## config.mk

```make
export PLATFORM = sky130hd
export DESIGN_NAME = reg_read_mux
export DESIGN_NICKNAME = d
export VERILOG_FILES = /design/src/espm_pkg.sv /design/src/reg_read_mux.sv
export SDC_FILE = /design/constraint.sdc
export NUM_CORES = 1
export LEC_CHECK = 0
export ABC_AREA = 1
export BUFFER_PORTS_ARGS = -buffer_cell sky130_fd_sc_hd__buf_2
export CAP_MARGIN = 20
export CORE_AREA = 2 2 340 342
export CTS_CLUSTER_DIAMETER = 150
export DETAILED_ROUTE_END_ITERATION = 16
export DIE_AREA = 0 0 342 344
export PLACE_DENSITY = 0.3
export SLEW_MARGIN = 20
export SYNTH_ARGS = -nofsm -noshare
export SYNTH_HDL_FRONTEND = slang
export SYNTH_SLANG_ARGS = --single-unit
```

## constraint.sdc

```tcl
create_clock -name sysclk -period 3.7 [get_ports sysclk]
set_input_delay 0.185 -clock sysclk [delete_from_list [all_inputs] [get_ports sysclk]]
set_output_delay 0.185 -clock sysclk [all_outputs]
set_load 0.01 [all_outputs]
```

## src/espm_pkg.sv

```systemverilog
// ESPM receive path package: address spaces, register offsets, buffer map, structs, address union
package espm_pkg;

    // --------------------------------------------------------------------------
    // host address spaces and offsets
    // --------------------------------------------------------------------------
    localparam logic [3:0] ADDR_MAIN           = 4'h0;
    localparam logic [3:0] ADDR_BOARD_SPECIFIC = 4'hB;
    localparam logic [3:0] ADDR_ESPM           = 4'hC;

    localparam logic [3:0] OFF_ADC_DATA = 4'd0;  // pot in upper half
    localparam logic [3:0] OFF_ENC_LOAD = 4'd4;
    localparam logic [3:0] OFF_ENC_DATA = 4'd5;

    localparam logic [11:0] BS_CRC_ERR    = 12'h000;
    localparam logic [11:0] BS_CRC_GOOD   = 12'h001;
    localparam logic [11:0] BS_ESII       = 12'h010;
    localparam logic [11:0] BS_INST_MODEL = 12'h012;
    localparam logic [11:0] BS_INST_ID    = 12'h013;
    localparam logic [11:0] BS_SWITCH     = 12'h021;
    localparam logic [11:0] BS_BUILD      = 12'hFFF;

    localparam logic [31:0] BUILD_NUMBER = 32'd2;
    localparam logic [31:0] READ_FILL    = 32'h0000CCCC;
    localparam logic [15:0] POT_FILL     = 16'hCCCC;

    // --------------------------------------------------------------------------
    // frame buffer map
    // --------------------------------------------------------------------------
    localparam int          BUF_WORDS    = 64;
    localparam int          NUM_ENC      = 7;
    localparam logic [23:0] ENC_MIDRANGE = 24'h800000;

    localparam logic [2:0] ROW_POS = 3'd1;  // words 9..15
    localparam logic [2:0] ROW_POT = 3'd2;  // words 17..23

    localparam logic [5:0] W_SWITCH        = 6'h30;
    localparam logic [5:0] W_ESII          = 6'h31;
    localparam logic [5:0] W_INST_MODEL    = 6'h32;
    localparam logic [5:0] W_INST_ID       = 6'h33;
    localparam logic [5:0] W_PRELOAD_VALID = 6'h34;

    // host address, two decodings of the same word
    typedef struct packed {
        logic [3:0] space;
        logic [3:0] unused;
        logic [3:0] chan;
        logic [3:0] offset;
    } main_addr_t;

    typedef struct packed {
        logic [3:0]  space;
        logic [11:0] offset;
    } board_addr_t;

    typedef union packed {
        main_addr_t  main;
        board_addr_t board;
    } reg_addr_u;

    typedef struct packed {
        logic        valid;
        logic [5:0]  sel;
        logic [31:0] data;
        logic        eof;
        logic        crc_good;
    } rx_beat_t;

    typedef struct packed {
        logic        wen;
        reg_addr_u   waddr;
        logic [31:0] wdata;
    } reg_wr_t;

    typedef struct packed {
        logic        valid;
        logic [5:0]  addr;
        logic [31:0] data;
    } commit_beat_t;

    typedef struct packed {
        logic [1:NUM_ENC][23:0] pos;
        logic [1:NUM_ENC][11:0] pot;
        logic [31:0]            switch_word;
        logic [31:0]            esii_word;
        logic [31:0]            inst_model;
        logic [31:0]            inst_id;
        logic                   preload_valid;
    } espm_fields_t;

    typedef struct packed {
        logic [1:NUM_ENC][23:0] preload;
        logic [1:NUM_ENC][23:0] position;
        logic [1:NUM_ENC]       overflow;
    } enc_state_t;

endpackage

```

## src/reg_read_mux.sv

```systemverilog
// registered host readback across main, board-specific and ESPM address spaces
`timescale 1ns/1ns

module reg_read_mux (
    input  logic                   sysclk,
    input  logic                   rst_n_i,
    input  espm_pkg::reg_addr_u    reg_raddr_i,
    input  espm_pkg::espm_fields_t fields_i,
    input  espm_pkg::enc_state_t   enc_i,
    input  logic [31:0]            good_count_i,
    input  logic [31:0]            err_count_i,
    input  logic [31:0]            espm_rd_data_i,
    output logic [31:0]            reg_rdata_o
);

    logic [3:0]  chan;
    logic        chan_ok;     // encoder channels 1..7
    logic [31:0] rdata_next;
    logic [31:0] rdata_q;
    logic        espm_sel_q;  // space tag of the pending read

    assign chan    = reg_raddr_i.main.chan;
    assign chan_ok = (chan != 4'd0) && !chan[3];

    // --------------------------------------------------------------------------
    // read decode
    // --------------------------------------------------------------------------
    always_comb begin
        rdata_next = espm_pkg::READ_FILL;
        if (reg_raddr_i.main.space == espm_pkg::ADDR_MAIN) begin
            case (reg_raddr_i.main.offset)
                espm_pkg::OFF_ADC_DATA: begin
                    // current feedback dropped, lower half stays zero
                    rdata_next = chan_ok ? {4'b0, fields_i.pot[chan[2:0]], 16'h0000}
                                         : {espm_pkg::POT_FILL, 16'h0000};
                end
                espm_pkg::OFF_ENC_LOAD: begin
                    if (chan_ok) rdata_next = {8'b0, enc_i.preload[chan[2:0]]};
                end
                espm_pkg::OFF_ENC_DATA: begin
                    if (chan_ok) begin
                        rdata_next = {7'b0, enc_i.overflow[chan[2:0]],
                                      enc_i.position[chan[2:0]]};
                    end
                end
                default: rdata_next = espm_pkg::READ_FILL;
            endcase
        end else if (reg_raddr_i.board.space == espm_pkg::ADDR_BOARD_SPECIFIC) begin
            case (reg_raddr_i.board.offset)
                espm_pkg::BS_CRC_ERR:    rdata_next = err_count_i;
                espm_pkg::BS_CRC_GOOD:   rdata_next = good_count_i;
                espm_pkg::BS_ESII:       rdata_next = fields_i.esii_word;
                espm_pkg::BS_INST_MODEL: rdata_next = fields_i.inst_model;
                espm_pkg::BS_INST_ID:    rdata_next = fields_i.inst_id;
                espm_pkg::BS_SWITCH:     rdata_next = fields_i.switch_word;
                espm_pkg::BS_BUILD:      rdata_next = espm_pkg::BUILD_NUMBER;
                default:                 rdata_next = espm_pkg::READ_FILL;
            endcase
        end
    end

    always_ff @(posedge sysclk) begin
        rdata_q <= rdata_next;
    end

    always_ff @(posedge sysclk or negedge rst_n_i) begin
        if (!rst_n_i) espm_sel_q <= 1'b0;
        else          espm_sel_q <= (reg_raddr_i.board.space == espm_pkg::ADDR_ESPM);
    end

    // committed buffer word is already registered in frame_store
    assign reg_rdata_o = espm_sel_q ? espm_rd_data_i : rdata_q;

endmodule

```

==> impl_metrics.toml, run 1 <==
[run_status]
outcome = "complete, no violations"

[place]
hpwl_um = 63600
placed_area_um2 = 12900
port_buffers = 700
post-place-ws_ps = 756
gp_congestion = 0.791

[routing]
vias_per_cell = 3.39
drtAntennaViolNets = 0
drt_pass1_iterations = 5
routedWlPerCell_um = 19.9
drc = 0
num_vias = 12770
wl_met2_um = 36200
routed.top_layer = "met5"
wl_um = 74800
wl_met3_um = 4220
dr.first_iter.drc_count = 525
met1_length_um = 32500

[cells_and_area]
final_cell_mix = "nand2_1, buf_2, nand3_1, nor2_1, inv_1"
area_growth_pct = 70.6
drive_gt1_frac = 0.363
fill_cells = 13811
nets = 3083
final_common_cell = "nand2_1"
finalInstanceArea_um2 = 13200

[cts]
post_cts_resized = 0
clock-sinks = 33
clk_path_buf_depth = 2
post-cts-setup-buffer-count = 0
ctsHoldBuffers = 1
clk_pin_slew_ps = 70
clock-root-buffer = "clkbuf_16"
cts_made_buffers = 5
cts_tree = "done"
htree_levels = 2

[global_routing]
grt_pass1_vias = 12795
antenna_found_initial = 31
grt_overflow = 0
grt_max_degree = 61
grt_pass1_wl_um = 98100
grt_usage = 0.120

[yosys]
ys_warn_count = 0
yosysTopAreaCell = "nand2_1"
yosysTopAreaCellShare = 0.369
synth_area_um2 = 7710
syn_nets = 2444
syn_inst = 1606
synth_cell_type_count = 30
ys_ff_latch = 33
seq_area_frac_synth = 0.0863
avgSynthCellArea_um2 = 4.80
yosys-top-cells-area = "nand2_1, nand3_1, dfxtp_1, nor2_1, nand4_1"

[timing]
fin_hold_ws_ps = 85.0
fin_ws_ps = 1270
rsz0062_at_grt = "false"
setup_viol = 0
tightestPinTransition_ps = 965
finalCritPeriodShare = 0.657
period_needed_ps = 2430
fin_setup_tns_ps = 0
final_max_slew_viol_count = 0
slew_headroom = 0.355
report.final.hold_viol_count = 0
max_freq_mhz = 411

[setup_path]
path_cells = "buf_2, nor2_1, nand2_1, nor2_4, nand3_1, inv_1, nand2_1, nand2_1, inv_1, nand2_1, nand2_1, nand2_1"
worst_path_most_repeated_cell = "nand2_1"
cp_num_buf_inv = 3
cpMaxStageDelayCell = "nor2_4"
slowest_delay_ps = 780
crit_fanout = 36
path_class = "input port to register"
cp_data_arrival_time_ps = 2670
crit_path_end_kind = "register"
start_kind = "input port"
critPathRequiredTime_ps = 3940
critical-path-top-delay-family = "simple AND/OR/NAND/NOR gates"

[floorplan]
design.die.area_um2 = 118000
initial_core_util = 0.0677
die_h_um = 344
std_cell_rows = 124
coreArea_um2 = 114000
dieWidth_um = 342
io_pins = 870

[pwr]
p_per_area_nw_per_um2 = 148
irDropWorstVdd_uv = 140
leakage_nw = 6.97

[min_path]
min_path_type = "input port to register"

[flow_run]
cap_violations = 0
==> synthesized netlist by cell type <==
master	count
nor2_1	143
nand2_2	2
inv_2	7
nor2_8	1
nand3_1	233
nand4_1	75
nand4_2	1
nand2_4	1
o2111ai_1	1
clkinv_1	1
nor3_1	1
nor2_4	7
a31oi_1	1
dfrtp_1	1
nand2_1	759
o21ai_1	21
buf_1	10
dfxtp_1	32
buf_2	64
nor2_2	8
buf_4	10
nand3_2	4
clkbuf_1	24
buf_6	1
a22oi_1	22
mux2_2	32
a21oi_1	22
inv_1	108
o21ai_0	13
nor4_1	1
==> report_power, final <==
group	switching [W]	internal (W)	total, W
sequential	0.00000497	0.000357	0.000362
combinational	0.000542	0.000414	0.000956
clock	0.000233	0.000391	0.000623
==> path summary, 6_finish.rpt <==
kind / startpoint / to / cells after the start
setup / recovery: reg_raddr_i[11] / rdata_q[4]$_DFF_P_ / 12
hold / removal: reg_raddr_i[13] / espm_sel_q$_DFF_PN0_ / 2
min in group asynchronous: rst_n_i / espm_sel_q$_DFF_PN0_ / 2
max in group asynchronous: rst_n_i / espm_sel_q$_DFF_PN0_ / 2
==> state kept, by name, indices dropped and copies added, names as in the netlist <==
| register | cells |
|---|---|
| espm_sel_q | 1 |
| rdata_q | 32 |
==> cell type report <==
class                           count  area [um2]  area share
Multi-Input combinational cell   1348        6100       0.463
Timing Repair Buffer              741        3850       0.293
Tap cell                         1512        1890       0.144
Sequential cell                    33         667      0.0507
Inverter                          116         438      0.0333
Clock buffer                        5         125     0.00951
Clock inverter                      3        68.8     0.00523
Antenna cell                        8        20.0     0.00152
==> metal layers <==
| layer | vias to the layer above | GRT usage |
|---|---|---|
| li1 | 6426 | - |
| met5 | - | 0 |
| met1 | 5746 | 0.152 |
| met3 | 72 | 0.0201 |
| met2 | 512 | 0.208 |
| met4 | 14 | 0.0320 |
==> cell families (layout without fill, tap and decap cells) <==
logic type | after synthesis | in the layout | share of synthesized area
AOI/OAI and AO/OA | 80 | 80 | 0.0597
buffers and inverters | 225 | 865 | 0.126
DFF | 33 | 33 | 0.0863
muxes | 32 | 32 | 0.0467
other | 0 | 8 | 0
and+or+nand+nor | 1236 | 1236 | 0.682
==> per-stage QoR <==
stage	total power (W)	instances	util
4_1_cts	0.00202	3758	0.115
3_3_place_gp	0.00135	3749	0.114
2_1_floorplan	0.000753	1606	-
5_1_grt	0.00209	3763	0.116
6_report	0.00194	3766	0.116
3_5_place_dp	0.00135	3749	0.114
Note: power is estimated with default switching activity, not from simulation.
==> run 2: changes to the inputs <==
==> constraint.sdc (replaced) <==
create_clock -name sysclk -period 2.15 [get_ports sysclk]
set_input_delay 0.1075 -clock sysclk [delete_from_list [all_inputs] [get_ports sysclk]]
set_output_delay 0.1075 -clock sysclk [all_outputs]
set_load 0.01 [all_outputs]
==> impl_metrics.toml, run 2 (synthesis results as in run 1) <==
[floorplan]
io_pins = 870
coreArea_um2 = 114000
initial_core_util = 0.0677
std_cell_rows = 124
dieWidth_um = 342
die_h_um = 344
design.die.area_um2 = 118000

[routing]
drt_pass1_iterations = 7
drc = 0
dr.first_iter.drc_count = 583
vias_per_cell = 3.40
wl_um = 77600
drtAntennaViolNets = 0
routedWlPerCell_um = 20.1
num_vias = 13144

[global_routing]
busiest_layer = "met2"
grt_usage = 0.125
antenna_found_initial = 31
grt_pass1_vias = 13312
met3_usage = 0.0173
grt_overflow = 0
grt_max_degree = 57
use_met2 = 0.214
grt_use_met1 = 0.165
grt_pass1_wl_um = 102000

[min_path]
min_path_type = "input port to async pin"

[timing]
fin_setup_tns_ps = 0
slew_headroom = 0.537
finalCritPeriodShare = 0.903
tightestPinTransition_ps = 692
rsz0062_at_grt = "false"
period_needed_ps = 1940
report.final.hold_viol_count = 0
fin_ws_ps = 208
setup_viol = 0
max_freq_mhz = 515
final_max_slew_viol_count = 0

[setup_path]
crit_path_end_kind = "register"
path_cells = "buf_2, inv_2, nor2_4, buf_4, buf_16, nand3_1, inv_1, buf_4, nand2_1, nand2_1, inv_1, nand2_1, nand2_1, nand2_1"
crit_fanout = 53
crit_cells = 14
cp_num_buf_inv = 7
start_kind = "input port"
cpMaxStageDelayCell = "buf_16"
path_class = "input port to register"
endpoint = "rdata_q[13]$_DFF_P_"
critical-path-top-delay-family = "buffers and inverters"
slowest_delay_ps = 230
worst_path_most_repeated_cell = "nand2_1"
cp-startpoint = "reg_raddr_i[4]"
critPathRequiredTime_ps = 2420
cp_data_arrival_time_ps = 2210

[place]
port_buffers = 700
gp_congestion = 0.863
post-place-ws_ps = -399
hpwl_um = 67400
dp.cells = 3847
placed_area_um2 = 14100

[cts]
clock-root-buffer = "clkbuf_16"
htree_levels = 2
clk_pin_slew_ps = 80
cts_made_buffers = 5
cts_tree = "done"
clock-sinks = 33
clk_path_buf_depth = 2

[pwr]
p_per_area_nw_per_um2 = 240
p_total_w = 0.00344
leakage_nw = 7.58
irDropWorstVdd_uv = 284

[cells_and_area]
ff_latch_area_um2 = 667
area_growth_pct = 85.5
nets = 3183
final_common_cell = "nand2_1"
finalInstanceArea_um2 = 14300
final_cell_mix = "nand2_1, buf_2, nand3_1, nor2_1, inv_1"
largestRegisters = "rdata_q x32, espm_sel_q x1"
final_cell_count_no_fill = 3869
multiInputGateArea_um2 = 6100
fill_cells = 13745
largest_reg_flops = 32
top_register = "rdata_q"
drive_gt1_frac = 0.390

[flow_run]
cap_violations = 0

[run_status]
outcome = "complete, no violations"
[run 2: cell count changes in the layout (fill, tap and decap cells not counted), moves of 2 or more]
cell / delta
buf_12: +30
diode_2: +3
buf_4: +67
dlygate4sd3_1: +2
[run 2: how the worst min path moves through the flow]
stage | to | slack [ps]
after CTS | espm_sel_q$_DFF_PN0_ | 40
after global routing | espm_sel_q$_DFF_PN0_ | 50
final | espm_sel_q$_DFF_PN0_ | 70
after global placement | espm_sel_q$_DFF_PN0_ | -120
after floorplan | espm_sel_q$_DFF_PN0_ | -190
after detailed placement | espm_sel_q$_DFF_PN0_ | -120
[run 2: metal layers]
| metal | part of all wire | vias to the layer above |
|---|---|---|
| met5 | 0.00059 | - |
| li1 | - | 6625 |
| met1 | 0.45 | 5924 |
| met3 | 0.051 | 62 |
| met4 | 0.023 | 8 |
| met2 | 0.47 | 525 |
[run 2: stage by stage]
stage	util	hold slack [ps]
finish	0.126	65.9
global route	0.125	49.7
CTS	0.125	44.9
detailed placement	0.123	-116
global placement	0.123	-116
floorplan	-	-188
[run 2: what timing repair did]
item / in CTS / in global routing
endpoints found under the setup margin: 2 / 2
hold buffers: 3 / 0
hold endpoints to repair: 2 / 0
buffers inserted: 0 / 0
resized for setup: 1 / 2
[run 2: area by class of cell]
cell class | instances | share of cell area
Multi-Input combinational cell | 1348 | 0.427
Clock buffer | 7 | 0.00997
Tap cell | 1512 | 0.132
Sequential cell | 33 | 0.0466
Antenna cell | 11 | 0.00192
Timing Repair Buffer | 841 | 0.350
Clock inverter | 1 | 0.00210
Inverter | 116 | 0.0306
[run 2: power breakdown]
group          leakage [nW]  switching, W  internal [W]  total (W)
clock network        0.0842      0.000430      0.000584    0.00101
registers             0.270    0.00000673      0.000615   0.000621
logic                  7.23      0.000989      0.000814    0.00180
==> run 3: changes to the inputs <==
==> constraint.sdc (replaced) <==
create_clock -name sysclk -period 2.15 [get_ports sysclk]
set_input_delay 0 -clock sysclk [delete_from_list [all_inputs] [get_ports sysclk]]
set_output_delay 0 -clock sysclk [all_outputs]
set_load 0.01 [all_outputs]
==> impl_metrics.toml, run 3 (synthesis results as in run 1) <==
[global_routing]
grt_max_degree = 57
grt_pass1_wl_um = 103000
antenna_found_initial = 29
grt_pass1_vias = 13457
grt_usage = 0.125
grt_overflow = 0

[cts]
clock-root-buffer = "clkbuf_16"
cts_made_buffers = 5
cts_tree = "done"
post-cts-setup-buffer-count = 0
clock-sinks = 33
htree_levels = 2
clk_path_buf_depth = 2
clk_pin_slew_ps = 80
ctsHoldBuffers = 4
post_cts_resized = 0

[cells_and_area]
utilization = 0.125
top_register = "rdata_q"
area_growth_pct = 83.9
finalInstanceArea_um2 = 14200
largestRegisters = "rdata_q x32, espm_sel_q x1"
final_cell_mix = "nand2_1, buf_2, nand3_1, nor2_1, inv_1"
largest_reg_flops = 32
final_common_cell = "nand2_1"
nets = 3175
fill_cells = 13756
drive_gt1_frac = 0.387

[setup_path]
path_class = "input port to register"
cp_num_buf_inv = 6
crit_fanout = 10
critPathRequiredTime_ps = 2420
slowest_delay_ps = 260
cpMaxStageDelayCell = "nand2_1"
critical-path-top-delay-family = "simple AND/OR/NAND/NOR gates"
cp_data_arrival_time_ps = 2150
path_cells = "buf_2, inv_2, buf_4, nand2_1, buf_4, nor2_1, nand3_2, buf_4, buf_4, nor2_1, nor2_1, nand2_1, nand2_1, nand2_1"
crit_path_end_kind = "register"
start_kind = "input port"

[pwr]
p_int_w = 0.00198
p_sw_w = 0.00142
irDropWorstVdd_uv = 243
switching_share = 0.419
seqPwrFrac = 0.182
p_per_area_nw_per_um2 = 240
p_total_w = 0.00340
clkPwrFrac = 0.294
leakage_nw = 7.52
power_frac_comb = 0.524

[run_status]
outcome = "complete, no violations"

[floorplan]
coreArea_um2 = 114000
initial_core_util = 0.0677
die_h_um = 344
design.die.area_um2 = 118000
io_pins = 870
std_cell_rows = 124
dieWidth_um = 342

[routing]
wl_um = 77600
vias_per_cell = 3.41
drt_pass1_iterations = 5
drc = 0
num_vias = 13132
drtAntennaViolNets = 0
dr.first_iter.drc_count = 614
routedWlPerCell_um = 20.1

[timing]
period_needed_ps = 1880
fin_hold_ws_ps = 48.2
rsz0062_at_grt = "false"
max_freq_mhz = 531
report.final.hold_viol_count = 0
setup_viol = 0
fin_ws_ps = 268
tightestPinTransition_ps = 771
final_max_slew_viol_count = 0
finalCritPeriodShare = 0.875
slew_headroom = 0.484

[place]
placed_area_um2 = 14000
post-place-ws_ps = -155
hpwl_um = 67400
gp_congestion = 0.892
port_buffers = 700

[min_path]
min_path_type = "input port to register"

[flow_run]
cap_violations = 0
==> run 3: cell count changes in the layout (fill, tap and decap cells not counted), sizes merged <==
cell | before | now
clkinvlp | 0 | 1
clkinv | 3 | 4
dlygate4sd3 | 3 | 4
clkbuf | 7 | 5
diode | 11 | 3
buf | 838 | 829
==> run 3: tightest hold or removal path, cell delays in order <==
cell and delay, ps:
buf_2 80, nand2_1 40, nand2_1 50, nor3_1 40, nor2_1 110
==> run 3: final cells by class <==
| class | count | area, um2 | area share |
|---|---|---|---|
| Multi-Input combinational cell | 1348 | 6100 | 0.430 |
| Timing Repair Buffer | 833 | 4910 | 0.346 |
| Sequential cell | 33 | 667 | 0.0470 |
| Clock inverter | 3 | 46.3 | 0.00326 |
| Antenna cell | 3 | 7.51 | 0.000529 |
| Tap cell | 1512 | 1890 | 0.133 |
| Inverter | 116 | 438 | 0.0309 |
| Clock buffer | 5 | 125 | 0.00882 |
==> run 3: final timing paths <==
kind	from	end	slack, ps	depth (start not counted)
setup / recovery	reg_raddr_i[4]	rdata_q[20]$_DFF_P_	270	14
hold / removal	fields_i[30]	rdata_q[29]$_SDFF_PP0_	50	5
max in group asynchronous	rst_n_i	espm_sel_q$_DFF_PN0_	1550	3
min in group asynchronous	rst_n_i	espm_sel_q$_DFF_PN0_	490	3
==> run 3: through the flow <==
| step | std cells | TNS [ps] |
|---|---|---|
| finish | 3853 | 0 |
| global route | 3851 | 0 |
| CTS | 3850 | 0 |
| detailed placement | 3838 | -638 |
| global placement | 3838 | -629 |
| floorplan | 1606 | 0 |
==> run 3: metal layers <==
layer	up-vias	track usage	routed length [um]
li1	6603	-	-
met1	5939	0.162	34300
met2	519	0.221	37900
met3	57	0.0187	4060
met4	14	0.0221	1190
met5	-	0	83
==> run 3: power by group through the flow <==
stage	logic [W]	registers (W)	clock network (W)
final	0.00178	0.000621	0.00100
after global routing	0.00198	0.000622	0.00108
after CTS	0.00183	0.000622	0.00109
after detailed placement	0.00182	0.000636	0
after global placement	0.00183	0.000636	0
after floorplan	0.000666	0.000629	0
